**src/common/wb_pkg.sv**
```systemverilog
package wb_pkg;

    // datapath
    localparam int XLEN = 32;
    localparam int REG_AW = 5;
    localparam int BE_W = XLEN / 8;

    // data cache geometry, one word per line
    localparam int DC_LINES = 16;
    localparam int DC_IDX_W = 4;
    localparam int DC_TAG_W = 26;

    // extra cycles a miss costs over a hit
    localparam int DC_MISS_CYCLES = 3;
    localparam int DC_CNT_W = 2;

    // word-addressed backing store
    localparam int MEM_WORDS = 256;
    localparam int MEM_AW = 8;

    // memory-stage opcodes, encodings are fixed
    typedef enum logic [3:0] {
        OP_ALU   = 4'd0,
        OP_LD_B  = 4'd1,
        OP_LD_BU = 4'd2,
        OP_LD_H  = 4'd3,
        OP_LD_HU = 4'd4,
        OP_LD_W  = 4'd5,
        // load-linked, sets the LL bit
        OP_LL    = 4'd6,
        OP_ST_B  = 4'd7,
        OP_ST_H  = 4'd8,
        OP_ST_W  = 4'd9,
        // store-conditional, stores only with the LL bit set
        OP_SC    = 4'd10
    } wb_op_e;

    // data cache load sequencer
    typedef enum logic [1:0] {
        DC_IDLE   = 2'd0,
        DC_LOOKUP = 2'd1,
        DC_FILL   = 2'd2,
        DC_DONE   = 2'd3
    } dc_state_e;

endpackage

```
**src/hdl/wb_stage.sv**
```systemverilog
`timescale 1ns/10ps

module wb_stage (
    input  logic                       clk,
    input  logic                       rst_i,
    input  logic                       flush_i,
    input  logic                       mem_valid_i,
    input  wb_pkg::wb_op_e             mem_op_i,
    input  logic [wb_pkg::REG_AW-1:0]  mem_rd_i,
    input  logic [wb_pkg::XLEN-1:0]    mem_addr_i,
    input  logic [wb_pkg::XLEN-1:0]    mem_wdata_i,
    input  logic [wb_pkg::XLEN-1:0]    mem_result_i,
    input  logic                       mem_excp_i,
    input  logic                       dc_data_ok_i,
    input  logic [wb_pkg::XLEN-1:0]    dc_rdata_i,
    input  logic                       ll_bit_i,
    output logic                       stall_o,
    output logic                       dcache_flush_o,
    output logic                       dc_req_o,
    output logic                       dc_we_o,
    output logic [wb_pkg::BE_W-1:0]    dc_be_o,
    output logic [wb_pkg::XLEN-1:0]    dc_addr_o,
    output logic [wb_pkg::XLEN-1:0]    dc_wdata_o,
    output logic                       dc_commit_o,
    output logic                       ll_we_o,
    output logic                       ll_value_o,
    output logic                       commit_valid_o,
    output logic                       commit_we_o,
    output logic [wb_pkg::REG_AW-1:0]  commit_rd_o,
    output logic [wb_pkg::XLEN-1:0]    commit_wdata_o,
    output logic                       commit_excp_o,
    output wb_pkg::wb_op_e             commit_op_o
);

    import wb_pkg::*;

    logic            is_load;
    logic            is_st;
    logic            is_sc;
    logic            mem_store_op;
    logic            active;
    logic            accept;
    logic [7:0]      ld_byte;
    logic [15:0]     ld_half;
    logic [XLEN-1:0] wdata_d;

    always_comb begin
        is_load = 1'b0;
        is_st = 1'b0;
        case (mem_op_i)
            OP_LD_B, OP_LD_BU, OP_LD_H, OP_LD_HU, OP_LD_W, OP_LL: is_load = 1'b1;
            OP_ST_B, OP_ST_H, OP_ST_W: is_st = 1'b1;
            default: ;
        endcase
    end

    // sc only touches memory while the LL bit holds
    assign is_sc = (mem_op_i == OP_SC);
    assign mem_store_op = is_st || (is_sc && ll_bit_i);

    assign active = mem_valid_i && !mem_excp_i;
    assign stall_o = active && is_load && !dc_data_ok_i;
    assign accept = mem_valid_i && !stall_o;

    assign dcache_flush_o = mem_valid_i && mem_excp_i;
    assign dc_req_o = active && (is_load || mem_store_op);
    assign dc_we_o = mem_store_op;
    assign dc_addr_o = mem_addr_i;
    assign dc_commit_o = accept && active && mem_store_op && !flush_i;

    // sub-word stores are replicated over all lanes
    always_comb begin
        dc_be_o = 4'b1111;
        dc_wdata_o = mem_wdata_i;
        case (mem_op_i)
            OP_ST_B: begin
                dc_be_o = 4'b0001 << mem_addr_i[1:0];
                dc_wdata_o = {4{mem_wdata_i[7:0]}};
            end
            OP_ST_H: begin
                dc_be_o = mem_addr_i[1] ? 4'b1100 : 4'b0011;
                dc_wdata_o = {2{mem_wdata_i[15:0]}};
            end
            default: ;
        endcase
    end

    // load lane select and extension
    assign ld_byte = dc_rdata_i[{mem_addr_i[1:0], 3'b000} +: 8];
    assign ld_half = dc_rdata_i[{mem_addr_i[1], 4'b0000} +: 16];

    always_comb begin
        case (mem_op_i)
            OP_LD_B:        wdata_d = {{(XLEN-8){ld_byte[7]}}, ld_byte};
            OP_LD_BU:       wdata_d = {{(XLEN-8){1'b0}}, ld_byte};
            OP_LD_H:        wdata_d = {{(XLEN-16){ld_half[15]}}, ld_half};
            OP_LD_HU:       wdata_d = {{(XLEN-16){1'b0}}, ld_half};
            OP_LD_W, OP_LL: wdata_d = dc_rdata_i;
            OP_SC:          wdata_d = {{(XLEN-1){1'b0}}, ll_bit_i};
            default:        wdata_d = mem_result_i;
        endcase
    end

    always_ff @(posedge clk) begin
        if (rst_i) begin
            commit_valid_o <= 1'b0;
            ll_we_o <= 1'b0;
        end else begin
            commit_valid_o <= accept && !flush_i;
            ll_we_o <= accept && active && !flush_i && ((mem_op_i == OP_LL) || is_sc);
        end
    end

    // commit record
    always_ff @(posedge clk) begin
        if (accept) begin
            commit_we_o <= !mem_excp_i && !is_st;
            commit_rd_o <= mem_rd_i;
            commit_wdata_o <= wdata_d;
            commit_excp_o <= mem_excp_i;
            commit_op_o <= mem_op_i;
            ll_value_o <= (mem_op_i == OP_LL);
        end
    end

    excp_no_write_a: assert property (
        @(posedge clk) disable iff (rst_i) commit_valid_o |-> !(commit_we_o && commit_excp_o)
    ) else $error("excepting instruction commits a register write");

    store_no_stall_a: assert property (
        @(posedge clk) disable iff (rst_i) (mem_valid_i && (is_st || is_sc)) |-> !stall_o
    ) else $error("store stalled the stage");

endmodule

```
**config.mk**
```make
export PLATFORM = sky130hd
export DESIGN_NAME = wb_stage
export DESIGN_NICKNAME = d
export VERILOG_FILES = /design/src/common/wb_pkg.sv /design/src/hdl/wb_stage.sv
export SDC_FILE = /design/constraint.sdc
export NUM_CORES = 1
export LEC_CHECK = 0
export BUFFER_PORTS_ARGS = -buffer_cell sky130_fd_sc_hd__buf_4
export CAP_MARGIN = 20
export CORE_ASPECT_RATIO = 0.5
export CORE_MARGIN = 1.5
export CORE_UTILIZATION = 40
export CTS_CLUSTER_DIAMETER = 80
export DETAILED_ROUTE_END_ITERATION = 10
export GPL_TIMING_DRIVEN = 0
export HOLD_SLACK_MARGIN = 0.02
export PLACE_DENSITY = 0.81
export SLEW_MARGIN = 30
export SYNTH_ARGS = -nofsm -noshare
export SYNTH_HDL_FRONTEND = slang
export SYNTH_SLANG_ARGS = --single-unit
```
**constraint.sdc**
```tcl
create_clock -name clk -period 5.24 [get_ports clk]
set_input_delay 1.048 -clock clk [delete_from_list [all_inputs] [get_ports clk]]
set_output_delay 1.048 -clock clk [all_outputs]
set_load 0.005 [all_outputs]
```
# Word-level counts from Yosys, hierarchy flattened

Index checks and enable logic that the tools add are counted.
Widths: inputs -> output; s select.

Bits in registers: 46
Input port bits: 144
Word-level logic and storage cells: 52

Equality and inequality tests: 10
Muxes and demuxes: 6
Shift operators: 3
Reductions and logical operators: 25

Operator list:

| kind                | number |
|---|---|
| $pmux 32 s6         | 1 |
| $pmux 32 s2         | 1 |
| $shiftx 32x6->16    | 1 |
| $shiftx 32x6->8     | 1 |
| $eq 4x3->1 const B  | 4 |
| $logic_and 1x1->1   | 14 |
| $eq 4x4->1 const B  | 3 |
| $eq 4x2->1 const B  | 2 |
| $pmux 4 s2          | 1 |
| $reduce_or 6->1     | 1 |
| $logic_not 1->1     | 5 |
| $eq 4x1->1 const B  | 1 |
| $mux 4              | 1 |
| $shl 1x2->4 const A | 1 |
| $logic_or 1x1->1    | 3 |
| $reduce_or 3->1     | 1 |
| $mux 1              | 2 |
| $reduce_or 2->1     | 1 |

# Logic depth before layout (Yosys ltp)

Depth after elaboration: 10
Depth in mapped cells: 7

# Worst setup path after synthesis

Ideal clock, no wire load.

Kind: input to register
Start: input mem_op_i[2]
End: register commit_excp_o, enable pin
Stages: 5
Path slack: 1.176 ns
Buffers on the path: 1
Library setup time: 0.451 ns
Data arrival time: 3.613 ns
Cells stage by stage: buf_6 > nor3_2 > or3b_1 > nor3_1 > nor2b_1

Cells in the longest elaborated chain, start to end: 7

Ends and longest elaborated chain:

| item                                     | RTL line        | text |
|---|---|---|
| start: declaration                       | wb_stage.sv:8   | `input wb_pkg::wb_op_e mem_op_i,` |
| $eq 4x3->1, or another cell as far along | wb_stage.sv:50  | `case (mem_op_i)` |
| $reduce_or 6->1 *                        | wb_stage.sv:50  |  |
| $mux 1 *                                 | wb_stage.sv:50  |  |
| $logic_and 1x1->1 * (2 in a row)         | wb_stage.sv:62  | `assign stall_o = active && is_load && !dc_data_ok_i;` |
| net stall_o                              | wb_stage.sv:17  | `output logic stall_o,` |
| $logic_not 1->1 *                        | wb_stage.sv:63  | `assign accept = mem_valid_i && !stall_o;` |
| $logic_and 1x1->1 *                      | wb_stage.sv:63  |  |
| end signal: assignment                   | wb_stage.sv:120 | `commit_excp_o <= mem_excp_i;` |
| end: declaration                         | wb_stage.sv:31  | `output logic commit_excp_o,` |

Mark *: on every way through the listed nets, which the timed path passes. The rest lies on a longest branch.
A chain may end at the register's enable or synchronous reset.

# Worst setup path in the final report

Start: input mem_op_i[2]
End: output dc_wdata_o[16] (netlist name)

Cells in the longest elaborated chain, start to end: 2

Ends and longest elaborated chain:

| item                                            | RTL line       | text |
|---|---|---|
| $eq 4x4->1 / $eq 4x3->1 (equally long branches) | wb_stage.sv:75 | `case (mem_op_i)` |
| $pmux 32 s2 *                                   | wb_stage.sv:75 |  |
| end: declaration                                | wb_stage.sv:23 | `output logic [wb_pkg::XLEN-1:0] dc_wdata_o,` |

Every way passes the cells marked *; elsewhere a longest branch is shown, timed or not.

==> metrics.txt <==
share of post-route cells with drive strength above 1 between 60% and 70%; Layout Nets about 670; # placed instances 635; CTS buffer count 5; Most used DFF post-synth edfxtp_1; xor and xnor area share after synthesis less than 1%; synthesized area per cell 11.4 um2; library cells used by synthesis 49; Syn-to-layout area delta 62.6%; Yosys warnings 0; Worst slew margin roughly 46%; Post-Synth Simple-Gate Area between 15 and 20%; routability cong. between 0.8 and 0.9; total power between 1 and 1.5 mW; fin crit period about 3.7 ns; initial DRC count about 220; Peak VDD IR around 0.18 mV; post-route insts no fill 644; EDFF count, synth between 40 and 50; first-pass GRT wire length about 18 mm; Hold-fix buffers, CTS 0; Core Region approximately 0.008 mm2; Syn Nets 435; Startpoint Class input pin; measured slew at the worst slew-check pin ~0.81 ns; gr usage total 26.7%; endpoints failing hold 0; CP Data Arrival Time around 2.7 ns; Initial Util between 40 and 50%; power per cell area roughly 220 mW/mm2; setup TNS 0 ns; Die Width 132 um; synthesis-stage register bit count 46; RSZ-0062 raised after global routing false; post-synthesis compound-gate area fraction about 16%; Routed Wire Length about 13 mm; I/O Buffers between 200 and 250; CTS clk-pin slew, worst paths 0.06 ns; Die ar. roughly 0.009 mm2; CTS Buffer Depth 2; Async SR Flop Fraction 0%; Hold Path Class input pin to flip-flop; post-synthesis sequential area ratio 41.1%; outcome complete, no violations; Remaining Overflow, GRT 0; Detailed Routing Iterations Pass 1 5; Mapped Area 0.00331 mm2; max-cap violations 0; row cnt 23; Die Y between 60 and 70 um; CTS root buf clkbuf_16; worst-path maximum fanout 10; via/cell ratio approximately 5.2; post-DR wirelength/cell 19.6 um; Crit Path Category input pin to primary output; max-slew violations 0; clk sinks 46; post-synthesis instance total between 200 and 300; initial antenna violation count 0; post-synthesis adder-cell area fraction 0%; mux contribution to synthesized area 11.6%; Worst Setup End Kind primary output; FMAX between 0.2 and 0.3 GHz; combinational family with the most area after synthesis simple AND/OR/NAND/NOR gates; ANT nets after route 0; post-CTS resize count 0; Final Cycle Share between 70% and 80%; CTS tree done; required time of the critical path 4.19 ns; H-tree levels 2; Setup Viol. Count Final 0; postcts setup bufs 0; DRC viols 0; largest net degree at the start of global routing 26; # IOs about 260; Pleak about 2.5 nW; vias about 3400; dpl hpwl 10.1 mm; vias in the first global route 3144
## area by class of cell
| type | instances | area [um2] |
|---|---|---|
| Sequential cell | 46 | 1360 |
| Clock buffer | 7 | 133 |
| Multi-Input combinational cell | 182 | 1510 |
| Inverter | 3 | 11.3 |
| Buffer | 60 | 437 |
| Clock inverter | 1 | 30.0 |
| Tap cell | 112 | 140 |
| Fill cell | 630 | 2640 |
| Antenna cell | 1 | 2.50 |
| Timing Repair Buffer | 232 | 1760 |
## path summary, 6_finish.rpt
kind                             end  slack, ns  depth (start not counted)         from
worst max-delay path  dc_wdata_o[16]       1.54                          8  mem_op_i[2]
worst min-delay path  commit_rd_o[3]       0.93                          1  mem_rd_i[3]
## synthesized netlist by cell type (5+ instances only)
cell | number | share of area (%)
nor3b_2 | 9 | 3.4
nor2_1 | 9 | 1.0
edfxtp_1 | 44 | 40
buf_4 | 41 | 9.3
and2_1 | 9 | 1.7
mux4_2 | 7 | 4.8
a22oi_1 | 8 | 1.8
a221o_1 | 7 | 2.1
buf_6 | 6 | 2.0
o32a_1 | 8 | 2.4
a2bb2oi_1 | 16 | 4.2
buf_2 | 9 | 1.4
mux2_2 | 19 | 6.5
nand2_1 | 35 | 4.0
a22o_1 | 7 | 1.9
nand2b_1 | 6 | 1.1
a21oi_1 | 5 | 0.76
## layout by cell type, fill, tap and decap left out, types with 3 or more instances in the layout
cell and instances:
buf_6 6, edfxtp_1 44, o32a_1 8, and2_1 9, a22oi_1 8, or3b_1 3, nor3b_2 9, buf_4 272
mux4_2 7, nand2b_1 6, a22o_1 7, a21oi_1 5, clkbuf_16 5, buf_2 9, a2bb2oi_1 16, nand2_1 35
mux2_2 19, clkbuf_1 4, nor3_1 3, inv_1 3, nor2_1 9, a221o_1 7
## sequential cells by signal, summed over array words and instances (netlist names)
name,count
commit_rd_o,5
commit_op_o,4
commit_excp_o,1
commit_valid_o,1
ll_we_o,1
commit_we_o,1
commit_wdata_o,32
ll_value_o,1
## kinds of logic after synthesis
logic type,after synthesis
simple gates,91
compound gates,63
buf+inv,63
flops,46
mux,27
xor+xnor,1
## through the flow
step	instance area (um2)	util (%)	worst slack, ns	hold WS [ns]
5_1_grt	5390	67.1	1.46	0.931
3_5_place_dp	5220	65.0	1.57	1.23
2_1_floorplan	3310	-	1.18	1.15
4_1_cts	5390	67.1	1.55	0.934
3_3_place_gp	5190	64.6	0.105	1.23
6_report	5390	67.1	1.54	0.934
## layer usage
metal | wire length (um) | global-route usage [%] | share of wire, %
met1 | 5200 | 35.3 | 41
met5 | 0 | 0 | 0
met2 | 6240 | 46.4 | 49
met3 | 1020 | 5.03 | 8.1
met4 | 169 | 5.97 | 1.3
## critical path, stage by stage
cell and delay [ns]:
buf_4 0.14, buf_6 0.14, and4b_1 0.20, buf_2 0.16
nor2_4 0.23, buf_4 0.22, mux2_1 0.36, buf_4 0.15
## power breakdown
part           total, mW  switching, mW  internal, mW
logic              0.384          0.153         0.231
registers          0.464         0.0114         0.452
clock network      0.363          0.137         0.226
No activity file was read; power rests on OpenSTA's default activity.
